### src/verilog/board_macros.svh
`ifndef BOARD_MACROS_SVH
`define BOARD_MACROS_SVH

// board clock in MHz
`define CLK_MHZ      100

// I2S framing
`define SCK_HALF     16     // clk cycles per sck half period
`define SLOT_BITS    32     // sck cycles per ws half
`define SAMPLE_BITS  24     // data bits in one slot

// display scan, kept short for simulation
`define SCAN_DIV     64

// push button indices
`define KEY_CLEAR    0      // clears the peak
`define KEY_FREEZE   1      // holds both displays

`endif

### src/verilog/audio_pkg.sv
`include "board_macros.svh"

package audio_pkg;

    // raw two's complement sample from the microphone
    typedef logic signed [`SAMPLE_BITS-1:0] sample_t;

    // absolute sample with the low 8 bits dropped
    typedef logic [15:0] magnitude_t;

    // one received left-channel word
    typedef struct packed {
        logic    valid;     // single clk pulse
        sample_t sample;
    } i2s_word_t;

    // meter behaviour
    typedef enum logic [1:0] {
        WAIT_FIRST,         // nothing seen since reset or clear
        TRACK,              // displays follow samples
        FROZEN              // samples ignored
    } meter_state_t;

endpackage

### src/verilog/board_pkg.sv
package board_pkg;

    // bar graph, bit 0 is the bottom LED
    typedef logic [15:0] led_t;

    // push buttons, active high at the module boundary
    typedef logic [4:0] key_t;

    // segment a in bit 0, lit when high
    typedef logic [6:0] seg_pattern_t;

    // one-hot, bit 0 selects the rightmost digit
    typedef logic [3:0] digit_sel_t;

    // everything the display pins need for one scan step
    typedef struct packed {
        seg_pattern_t seg;
        digit_sel_t   digit_sel;
    } panel_t;

endpackage

### src/verilog/i2s_mic_receiver.sv
`timescale 1ns/10ps
`include "board_macros.svh"

module i2s_mic_receiver
    import audio_pkg::*;
(
    input  logic      clk,
    input  logic      arst_n,
    input  logic      sd,
    output logic      sck,
    output logic      ws,
    output i2s_word_t word
);

    localparam int DIV_W  = $clog2(`SCK_HALF);
    localparam int SLOT_W = $clog2(`SLOT_BITS);

    logic [DIV_W-1:0]        div_cnt;
    logic [SLOT_W-1:0]       bit_cnt;
    logic [`SAMPLE_BITS-1:0] shift_reg;
    logic                    word_valid;
    logic                    sck_edge;
    logic                    sck_rise;
    logic                    sck_fall;
    logic                    data_bit;
    logic                    last_bit;

    assign sck_edge = (div_cnt == DIV_W'(`SCK_HALF - 1));
    assign sck_rise = sck_edge && !sck;   // sck goes high on this clk
    assign sck_fall = sck_edge && sck;

    // one-bit delay after ws falls, then MSB first
    assign data_bit = !ws && (bit_cnt >= SLOT_W'(1))
                      && (bit_cnt <= SLOT_W'(`SAMPLE_BITS));
    assign last_bit = !ws && (bit_cnt == SLOT_W'(`SAMPLE_BITS));

    // sck prescaler
    always_ff @(posedge clk or negedge arst_n) begin
        if (!arst_n) begin
            div_cnt <= '0;
            sck     <= 1'b0;
        end else if (sck_edge) begin
            div_cnt <= '0;
            sck     <= ~sck;
        end else begin
            div_cnt <= div_cnt + 1'b1;
        end
    end

    // bit position in the slot, ws flips on falling sck only
    always_ff @(posedge clk or negedge arst_n) begin
        if (!arst_n) begin
            bit_cnt <= '0;
            ws      <= 1'b0;
        end else if (sck_fall) begin
            if (bit_cnt == SLOT_W'(`SLOT_BITS - 1)) begin
                bit_cnt <= '0;
                ws      <= ~ws;
            end else begin
                bit_cnt <= bit_cnt + 1'b1;
            end
        end
    end

    // sd is stable around rising sck
    always_ff @(posedge clk) begin
        if (sck_rise && data_bit) begin
            shift_reg <= {shift_reg[`SAMPLE_BITS-2:0], sd};
        end
    end

    always_ff @(posedge clk or negedge arst_n) begin
        if (!arst_n) begin
            word_valid <= 1'b0;
        end else begin
            word_valid <= sck_rise && last_bit;   // same edge as the final shift
        end
    end

    // shift_reg holds still until the next left slot
    assign word = '{valid: word_valid, sample: sample_t'(shift_reg)};

endmodule

### src/verilog/tick_gen.sv
`timescale 1ns/10ps
`include "board_macros.svh"

module tick_gen (
    input  logic clk,
    input  logic arst_n,
    output logic tick
);

    localparam int CNT_W = $clog2(`SCAN_DIV);

    logic [CNT_W-1:0] cnt;
    logic             wrap;

    assign wrap = (cnt == CNT_W'(`SCAN_DIV - 1));

    always_ff @(posedge clk or negedge arst_n) begin
        if (!arst_n) begin
            cnt  <= '0;
            tick <= 1'b0;
        end else begin
            cnt  <= wrap ? '0 : cnt + 1'b1;
            tick <= wrap;             // one clk every SCAN_DIV
        end
    end

endmodule

### src/verilog/meter_control.sv
`timescale 1ns/10ps
`include "board_macros.svh"

module meter_control
    import audio_pkg::*;
    import board_pkg::*;
(
    input  logic       clk,
    input  logic       arst_n,
    input  i2s_word_t  word,
    input  key_t       key,
    output magnitude_t magnitude,
    output magnitude_t peak
);

    meter_state_t            state;
    meter_state_t            state_next;
    logic [`SAMPLE_BITS-1:0] abs_sample;
    magnitude_t              mag_new;
    logic                    clear_key;
    logic                    freeze_key;
    logic                    accept;

    assign clear_key  = key[`KEY_CLEAR];
    assign freeze_key = key[`KEY_FREEZE];

    // full-scale negative maps to 0x800000, still fits unsigned
    assign abs_sample = word.sample[`SAMPLE_BITS-1] ? (~word.sample + 1'b1)
                                                    : word.sample;
    assign mag_new    = abs_sample[`SAMPLE_BITS-1 -: $bits(magnitude_t)];

    assign accept = word.valid && (state != FROZEN);

    // clear has priority over freeze
    always_comb begin
        state_next = state;
        if (clear_key) begin
            state_next = WAIT_FIRST;
        end else if (freeze_key) begin
            state_next = FROZEN;
        end else begin
            case (state)
                WAIT_FIRST: begin
                    if (word.valid) begin
                        state_next = TRACK;
                    end
                end
                FROZEN:  state_next = TRACK;   // key released
                default: state_next = state;
            endcase
        end
    end

    always_ff @(posedge clk or negedge arst_n) begin
        if (!arst_n) begin
            state <= WAIT_FIRST;
        end else begin
            state <= state_next;
        end
    end

    // the live level, held while frozen
    always_ff @(posedge clk or negedge arst_n) begin
        if (!arst_n) begin
            magnitude <= '0;
        end else if (accept) begin
            magnitude <= mag_new;
        end
    end

    // first sample after a clear loads directly, afterwards keep the max
    always_ff @(posedge clk or negedge arst_n) begin
        if (!arst_n) begin
            peak <= '0;
        end else if (clear_key) begin
            peak <= '0;
        end else if (accept && ((state == WAIT_FIRST) || (mag_new > peak))) begin
            peak <= mag_new;
        end
    end

endmodule

### src/verilog/led_bargraph.sv
`timescale 1ns/10ps

module led_bargraph
    import audio_pkg::*;
    import board_pkg::*;
(
    input  logic       clk,
    input  logic       arst_n,
    input  magnitude_t magnitude,
    output led_t       led
);

    led_t therm;

    // LED i lights when any magnitude bit at or above i is set,
    // so the bar reaches up to the highest set bit
    always_comb begin
        for (int i = 0; i < $bits(led_t); i++) begin
            therm[i] = |(magnitude >> i);
        end
    end

    always_ff @(posedge clk or negedge arst_n) begin
        if (!arst_n) begin
            led <= '0;            // all dark
        end else begin
            led <= therm;
        end
    end

endmodule

### src/verilog/seven_seg_scan.sv
`timescale 1ns/10ps

module seven_seg_scan
    import audio_pkg::*;
    import board_pkg::*;
(
    input  logic       clk,
    input  logic       arst_n,
    input  logic       tick,
    input  magnitude_t value,
    output panel_t     panel
);

    // gfedcba, lit when high
    function automatic seg_pattern_t hex_to_seg(input logic [3:0] nibble);
        case (nibble)
            4'h0:    return 7'h3f;
            4'h1:    return 7'h06;
            4'h2:    return 7'h5b;
            4'h3:    return 7'h4f;
            4'h4:    return 7'h66;
            4'h5:    return 7'h6d;
            4'h6:    return 7'h7d;
            4'h7:    return 7'h07;
            4'h8:    return 7'h7f;
            4'h9:    return 7'h6f;
            4'ha:    return 7'h77;
            4'hb:    return 7'h7c;   // lower case b
            4'hc:    return 7'h39;
            4'hd:    return 7'h5e;   // lower case d
            4'he:    return 7'h79;
            default: return 7'h71;
        endcase
    endfunction

    digit_sel_t sel_next;
    logic [3:0] nibble;

    assign sel_next = {panel.digit_sel[2:0], panel.digit_sel[3]};   // rotate left

    // nibble for the digit about to be shown
    always_comb begin
        case (sel_next)
            4'b0010: nibble = value[7:4];
            4'b0100: nibble = value[11:8];
            4'b1000: nibble = value[15:12];
            default: nibble = value[3:0];
        endcase
    end

    // segments and select change on the same clk
    always_ff @(posedge clk or negedge arst_n) begin
        if (!arst_n) begin
            panel <= '{seg: hex_to_seg(4'h0), digit_sel: 4'b0001};
        end else if (tick) begin
            panel <= '{seg: hex_to_seg(nibble), digit_sel: sel_next};
        end
    end

endmodule

### src/verilog/board_specific_top.sv
`timescale 1ns/10ps

module board_specific_top
    import audio_pkg::*;
    import board_pkg::*;
(
    input  logic       clk,
    input  logic       arst_n,
    input  key_t       key,
    input  logic       sd,
    output logic       sck,
    output logic       ws,
    output logic       lr,
    output led_t       led,
    output logic [6:0] seg,
    output logic [3:0] an
);

    i2s_word_t  word;
    magnitude_t magnitude;
    magnitude_t peak;
    logic       scan_tick;
    panel_t     panel;

    i2s_mic_receiver i_microphone (
        .clk    ( clk    ),
        .arst_n ( arst_n ),
        .sd     ( sd     ),
        .sck    ( sck    ),
        .ws     ( ws     ),
        .word   ( word   )
    );

    tick_gen i_scan_tick (
        .clk    ( clk       ),
        .arst_n ( arst_n    ),
        .tick   ( scan_tick )
    );

    meter_control i_meter (
        .clk       ( clk       ),
        .arst_n    ( arst_n    ),
        .word      ( word      ),
        .key       ( key       ),
        .magnitude ( magnitude ),
        .peak      ( peak      )
    );

    led_bargraph i_bargraph (
        .clk       ( clk       ),
        .arst_n    ( arst_n    ),
        .magnitude ( magnitude ),
        .led       ( led       )
    );

    seven_seg_scan i_display (
        .clk    ( clk       ),
        .arst_n ( arst_n    ),
        .tick   ( scan_tick ),
        .value  ( peak      ),
        .panel  ( panel     )
    );

    assign seg = ~panel.seg;        // common anode board
    assign an  = ~panel.digit_sel;
    assign lr  = 1'b0;              // left channel

endmodule

### config.mk
export PLATFORM = sky130hd
export DESIGN_NAME = board_specific_top
export DESIGN_NICKNAME = d
export VERILOG_FILES = /design/src/verilog/audio_pkg.sv /design/src/verilog/board_pkg.sv /design/src/verilog/i2s_mic_receiver.sv /design/src/verilog/tick_gen.sv /design/src/verilog/meter_control.sv /design/src/verilog/led_bargraph.sv /design/src/verilog/seven_seg_scan.sv /design/src/verilog/board_specific_top.sv
export VERILOG_INCLUDE_DIRS = /design/src /design/src/verilog
export SDC_FILE = /design/constraint.sdc
export NUM_CORES = 1
export LEC_CHECK = 0
export BUFFER_PORTS_ARGS = -buffer_cell sky130_fd_sc_hd__buf_2
export CAP_MARGIN = 20
export CORE_ASPECT_RATIO = 0.7
export CORE_MARGIN = 5
export CORE_UTILIZATION = 60
export DETAILED_ROUTE_END_ITERATION = 6
export HOLD_SLACK_MARGIN = 0.12
export PLACE_DENSITY_LB_ADDON = 0.08
export SLEW_MARGIN = 20
export SYNTH_ARGS = -nofsm -noshare
export SYNTH_HDL_FRONTEND = slang
export SYNTH_HIERARCHICAL = 1
export SYNTH_SLANG_ARGS = --single-unit
### constraint.sdc
create_clock -name clk -period 8 [get_ports clk]
set_input_delay 0.8 -clock clk [delete_from_list [all_inputs] [get_ports clk]]
set_output_delay 0.8 -clock clk [all_outputs]
set_load 0.01 [all_outputs]
Word level (Yosys, flattened, before mapping)

Memories as Yosys holds them, arrays and structs flattened. A register that Yosys moved wholly into a read port is not among the register bits.
Cells that the tools add are included.

Bits in read-only memories: 112
Word-level logic and storage cells: 80
Register bits after elaboration: 97
Output and inout bits: 30
Input bits: 8
Memories: 1

Memory list:

| name            | words | width | rd ports | clocked after Yosys merged registers in | wr ports | RTL line             | text |
|---|---|---|---|---|---|---|---|
| (no name shown) | 16    | 7     | 1        | 1                                       | 0        | seven_seg_scan.sv:16 | `case (nibble)` |

Reduce and logical (&&, ||, !) cells: 33
Bitwise operators: 5
Equal/unequal tests: 10
Add/subtract/negate cells: 4
Magnitude comparators: 3
Mux-type cells: 11

Operator list:

| kind                                                             | count |
|---|---|
| 16-bit 2-to-1 mux                                                | 2 |
| 24-bit by 1-bit adder with 24-bit output (second input constant) | 1 |
| 24-bit 2-to-1 mux                                                | 1 |
| 24-bit NOT                                                       | 1 |
| 16-bit > comparator                                              | 1 |
| 16-bit OR reduction                                              | 1 |
| 15-bit OR reduction                                              | 1 |
| 14-bit OR reduction                                              | 1 |
| 13-bit OR reduction                                              | 1 |
| 4-bit case mux with 3 select lines                               | 1 |
| 12-bit OR reduction                                              | 1 |
| 11-bit OR reduction                                              | 1 |
| 5-bit == test (second input constant)                            | 2 |
| 10-bit OR reduction                                              | 1 |
| 1-bit logical AND                                                | 9 |
| 9-bit OR reduction                                               | 1 |
| 4-bit == test (second input constant)                            | 2 |
| 8-bit OR reduction                                               | 1 |
| 7-bit NOT                                                        | 1 |
| 7-bit OR reduction                                               | 1 |
| 6-bit by 1-bit adder with 6-bit output (second input constant)   | 1 |
| 6-bit == test (second input constant)                            | 1 |
| 2-bit 2-to-1 mux                                                 | 3 |
| 6-bit 2-to-1 mux                                                 | 1 |
| 25 further kinds                                                 | 29 |

Depth between registers and ports, before layout

Word-level depth: 8
Depth in mapped cells: 13
Depth with buffers taken out: 10

Modules after synthesis

Netlist, hierarchy kept.

By module, submodules not included:

| module             | area each (um^2) | times used | seq. area each (um^2) | cells each |
|---|---|---|---|---|
| meter_control      | 2371.0           | 1          | 850.8                 | 257 |
| i2s_mic_receiver   | 1318.8           | 1          | 1021.0                | 78 |
| seven_seg_scan     | 818.3            | 1          | 284.0                 | 85 |
| led_bargraph       | 599.3            | 1          | 400.4                 | 44 |
| tick_gen           | 267.8            | 1          | 175.2                 | 21 |
| board_specific_top | 52.6             | 1          | 0.0                   | 13 |

Worst setup path before layout

No wires, ideal clock.

Kind: register to register
Start: register i_microphone.shift_reg[10]
End: register i_meter.peak[7]
Path buffers: 3
Cell stages (with the launch flop): 14
Clock period less this slack: 3.899 ns
Library setup time: 0.125 ns
Required time: 7.875 ns
Data arrival time: 3.774 ns
Path slack: 4.101 ns
Cells stage by stage: edfxtp_1 > or4_1 > buf_6 > or4_4 > mux2i_1 > or2_2 > ha_1 > nand4_1 > nor3_1 > a21boi_0 > o31a_1 > clkbuf_1 > buf_2 > mux2_2

Cells in the longest elaborated chain, start to end: 7
Elaborated cells between the ends (all ways): 9
Those cells by class: add/sub (1); order compare (1); mux (3); bitwise (1); reduce/logical (3)

RTL lines:

| item                                     | RTL line               | text |
|---|---|---|
| start: declaration                       | i2s_mic_receiver.sv:20 | `` logic [`SAMPLE_BITS-1:0] shift_reg; `` |
| start signal: assignment                 | i2s_mic_receiver.sv:68 | `` shift_reg <= {shift_reg[`SAMPLE_BITS-2:0], sd}; `` |
| 24-bit NOT                               | meter_control.sv:28    | `` assign abs_sample = word.sample[`SAMPLE_BITS-1] ? (~word.sample + 1'b1) `` |
| 24-bit by 1-bit adder with 24-bit output | meter_control.sv:28    |  |
| 24-bit 2-to-1 mux                        | meter_control.sv:28    |  |
| net i_meter.abs_sample[20]               | meter_control.sv:18    | `` logic [`SAMPLE_BITS-1:0] abs_sample; `` |
| 16-bit > comparator                      | meter_control.sv:77    | `end else if (accept && ((state == WAIT_FIRST) \|\| (mag_new > peak))) begin` |
| 1-bit logical OR                         | meter_control.sv:77    |  |
| 1-bit logical AND                        | meter_control.sv:77    |  |
| 2-bit nonzero test (no source line)      | --                     |  |
| end signal: assignment                   | meter_control.sv:78    | `peak <= mag_new;` |
| end: declaration                         | meter_control.sv:13    | `output magnitude_t peak` |

The timed path passes the listed nets, and every way through them passes these cells. The select of a mux whose other input is x is not followed.
A chain may end at the register's enable or synchronous reset.

Worst setup path in the final report

Start: register i_microphone.shift_reg[10]
End: register i_meter.peak[0]

Same word-level chain as after synthesis.

==> run_results.csv <==
group,metric,value,unit
timing,hold_viol_final,0,
worst_setup_path,reg2regPathDepth,10,
timing,slew_violations,0,
worst_setup_path,endpoint_kind,"flop",
die,die_area,11100,µm²
timing,fin_crit_sh,0.565,
cells_and_area,nets,563,
hold_path,min_path_type,"flop to flop",
hold_path,min-delay-start,"i_microphone/shift_reg[3]",
worst_setup_path,critPathArrivalTime,4.75,ns
clock_network,clk_latency,0.35,ns
grt,antenna_found_initial,0,
clock_network,cts_tree,"done",
logic_synthesis,synth_area_per_cell,10.9,µm²
timing,skew,0.00627,ns
logic_synthesis,seq_area_frac_synth,0.503,
logic_synthesis,yosysMostFrequentCell,"dfrtp_1",
timing,period_needed,4.52,ns
cells_and_area,drive_gt1_frac,0.192,
cells_and_area,n_antenna_cell,0,
power_and_ir_drop,vdd_drop_max,140,µV
die,rows,29,
route,ant_nets,0,
clock_network,htree_num_levels,3,
placement,dpl.hpwl,7500,µm
timing,max_slew.worst_pin.slew,0.926,ns
logic_synthesis,ys_async_sr_fraction,0.769,
cells_and_area,largest_reg_flops,24,
route,post-route-drc-count,0,
logic_synthesis,synth_cell_types,71,
timing,rsz0062_at_grt,"no",
worst_setup_path,rrSetupSlack,3.48,ns
outcome,status,"complete, no violations",
power_and_ir_drop,p_leak,2.66,nW
logic_synthesis,yosysWarnings,6,
grt,grt_pass1_wl,17100,µm
route,wl_met2,4690,µm
route,wl_met1,4900,µm
clock_network,cts_inserted_buffers,9,
timing,fmax,221,MHz
route,drt-wirelength-per-cell,15.8,µm
logic_synthesis,synth_common_cells,"dfrtp_1 (73), inv_1 (53), nand2_1 (35)",
clock_network,clkSlewWorstSetupHoldPaths,0.07,ns
route,detail_route.vias_per_cell,5.63,
worst_setup_path,worst-path-max-fanout,16,
die,start_util,0.606,
logic_synthesis,synth_seq_cells,104,
logic_synthesis,yosys-top-cells-area,"dfrtp_1 (34%), edfxtp_1 (13%), ha_1 (6.7%)",
timing,final-setup-viol-count,0,
grt,track_usage,0.202,
cells_and_area,seq_area,2730,µm²
die,die_y,89.6,µm
grt,overflow,0,
worst_setup_path,r2r_start,"i_microphone/shift_reg[10]",
timing,setup_tns,0,ns
placement,place_congestion,0.849,
clock_network,cts.sinks,104,
grt,grt_start_max_net_pins,81,
clock_network,cts-root-buf,"clkbuf_16",
clock_network,cts_setup_buffers,0,
cells_and_area,syn_to_final_growth,9.75,%
clock_network,cts-resized-gates,0,
worst_setup_path,required,8.23,ns
power_and_ir_drop,p_per_area,161,nW/µm²
die,die-width,124,µm
route,drtPass1Iterations,4,
logic_synthesis,syn_nets,535,
cells_and_area,multi_input_area,2390,µm²
hold_path,min_to,"i_microphone/shift_reg[4]",
die,io_pins,38,
placement,io_buffers,33,
logic_synthesis,synthesis.instances,498,
logic_synthesis,netlist_area,5430,µm²
power_and_ir_drop,p_total,0.960,mW
worst_setup_path,start_kind,"flop",
clock_network,cts_hold_buf,0,
flow_run,maxCapViolations,0,
cells_and_area,fill_cells,697,
die,core,8960,µm²
hold_path,holdPathStages,0,
logic_synthesis,synthFlopType,"dfrtp_1",
worst_setup_path,regToRegEndpoint,"i_meter/peak[0]",
route,vias,3690,
timing,slew_headroom,0.383,
route,route.met3.wl,610,µm
clock_network,clockBufferDepth,2,
grt,grt_pass1_vias,3449,
route,routed_wl,10300,µm
route,drt_iter0_drc,381,
logic_synthesis,synth.top_cell.area_share,0.337,
logic_synthesis,synth_top_cell_by_area,"dfrtp_1",
route,highest_layer,"met4",
logic_synthesis,synth_edf_count,24,
worst_setup_path,worstSetupPathType,"flop to flop",
critical path, stage by stage, from the launching register on:
cell and delay, ns:
edfxtp_1 0.43, or4_1 0.75, or4_4 0.53, mux2i_1 0.15
or2_2 0.33, ha_1 0.29, nand4_1 0.12, nor3_1 0.36
a21boi_0 0.24, o31a_1 0.78, mux2_2 0.42
final cells by class:
cell class	count	share of cell area
Clock buffer	11	0.0391
Clock inverter	5	0.00693
Inverter	53	0.0334
Multi-Input combinational cell	320	0.401
Sequential cell	104	0.459
Tap cell	124	0.0260
Timing Repair Buffer	38	0.0347
routing by layer:
metal	up-vias	track usage
met2	74	0.306
met4	0	0.0663
met3	10	0.0420
li1	1831	-
met1	1775	0.293
met5	-	0
through the flow:
stage               cell area, µm²  hold WS, ns  std cells  utilization  worst slack (ns)
floorplan                     5430        0.427        498            -              4.10
global placement              5670        0.433        638        0.633              3.63
detailed placement            5670        0.444        638        0.633              3.54
CTS                           5950        0.458        654        0.664              3.51
global route                  5960        0.473        655        0.665              3.30
finish                        5960        0.456        655        0.665              3.48
kinds of logic (layout without fill, tap and decap cells):
family	after synthesis	after routing	synth area share
AO/OA/AOI/OAI	88	88	0.117
XOR/XNOR	16	16	0.0258
adder cells (fa/ha/maj)	29	29	0.0669
buffers and inverters	74	107	0.0595
flip-flops	104	104	0.503
multiplexers	33	33	0.0657
other	1	1	0.000691
AND/OR/NAND/NOR	153	153	0.162
placed cells by master, fill, tap and decap left out, types with 4 or more instances in the layout:
| cell | instances |
|---|---|
| dfstp_2 | 7 |
| or2_2 | 5 |
| nor2b_1 | 5 |
| nor4_1 | 5 |
| o21ai_1 | 5 |
| nand2_1 | 35 |
| o21ai_0 | 23 |
| inv_1 | 53 |
| or3_1 | 4 |
| nand3_1 | 10 |
| edfxtp_1 | 24 |
| nand3b_1 | 5 |
| ha_1 | 29 |
| nor2_1 | 27 |
| a21oi_1 | 9 |
| clkbuf_16 | 9 |
| buf_4 | 4 |
| nor3_1 | 12 |
| dfrtp_1 | 73 |
| a211oi_1 | 5 |
| buf_2 | 33 |
| nand4_1 | 7 |
| o41ai_1 | 4 |
| nand2b_1 | 9 |
| nand4b_1 | 4 |
| xor2_1 | 13 |
| mux2i_1 | 12 |
| mux2_2 | 20 |
how the worst max path moves through the flow:
stage	cells past startpoint	endpoint	start	slack (ns)
final	10	i_meter/peak[0]	i_microphone/shift_reg[10]	3.48
after global routing	10	i_meter/peak[7]	i_microphone/shift_reg[10]	3.30
after CTS	9	i_meter/peak[0]	i_microphone/shift_reg[10]	3.51
after detailed placement	10	i_meter/peak[0]	i_microphone/shift_reg[10]	3.54
after global placement	10	i_meter/peak[7]	i_microphone/shift_reg[10]	3.63
after floorplan	13	i_meter/peak[7]	i_microphone/shift_reg[10]	4.10
report_power, final:
| part | internal [mW] | switching [mW] | leakage, nW | total, mW |
|---|---|---|---|---|
| clock | 0.214 | 0.191 | 0.128 | 0.406 |
| sequential | 0.541 | 0.000566 | 1.28 | 0.542 |
| combinational | 0.00200 | 0.0112 | 1.25 | 0.0132 |
Power figures use the tool's default switching activity.
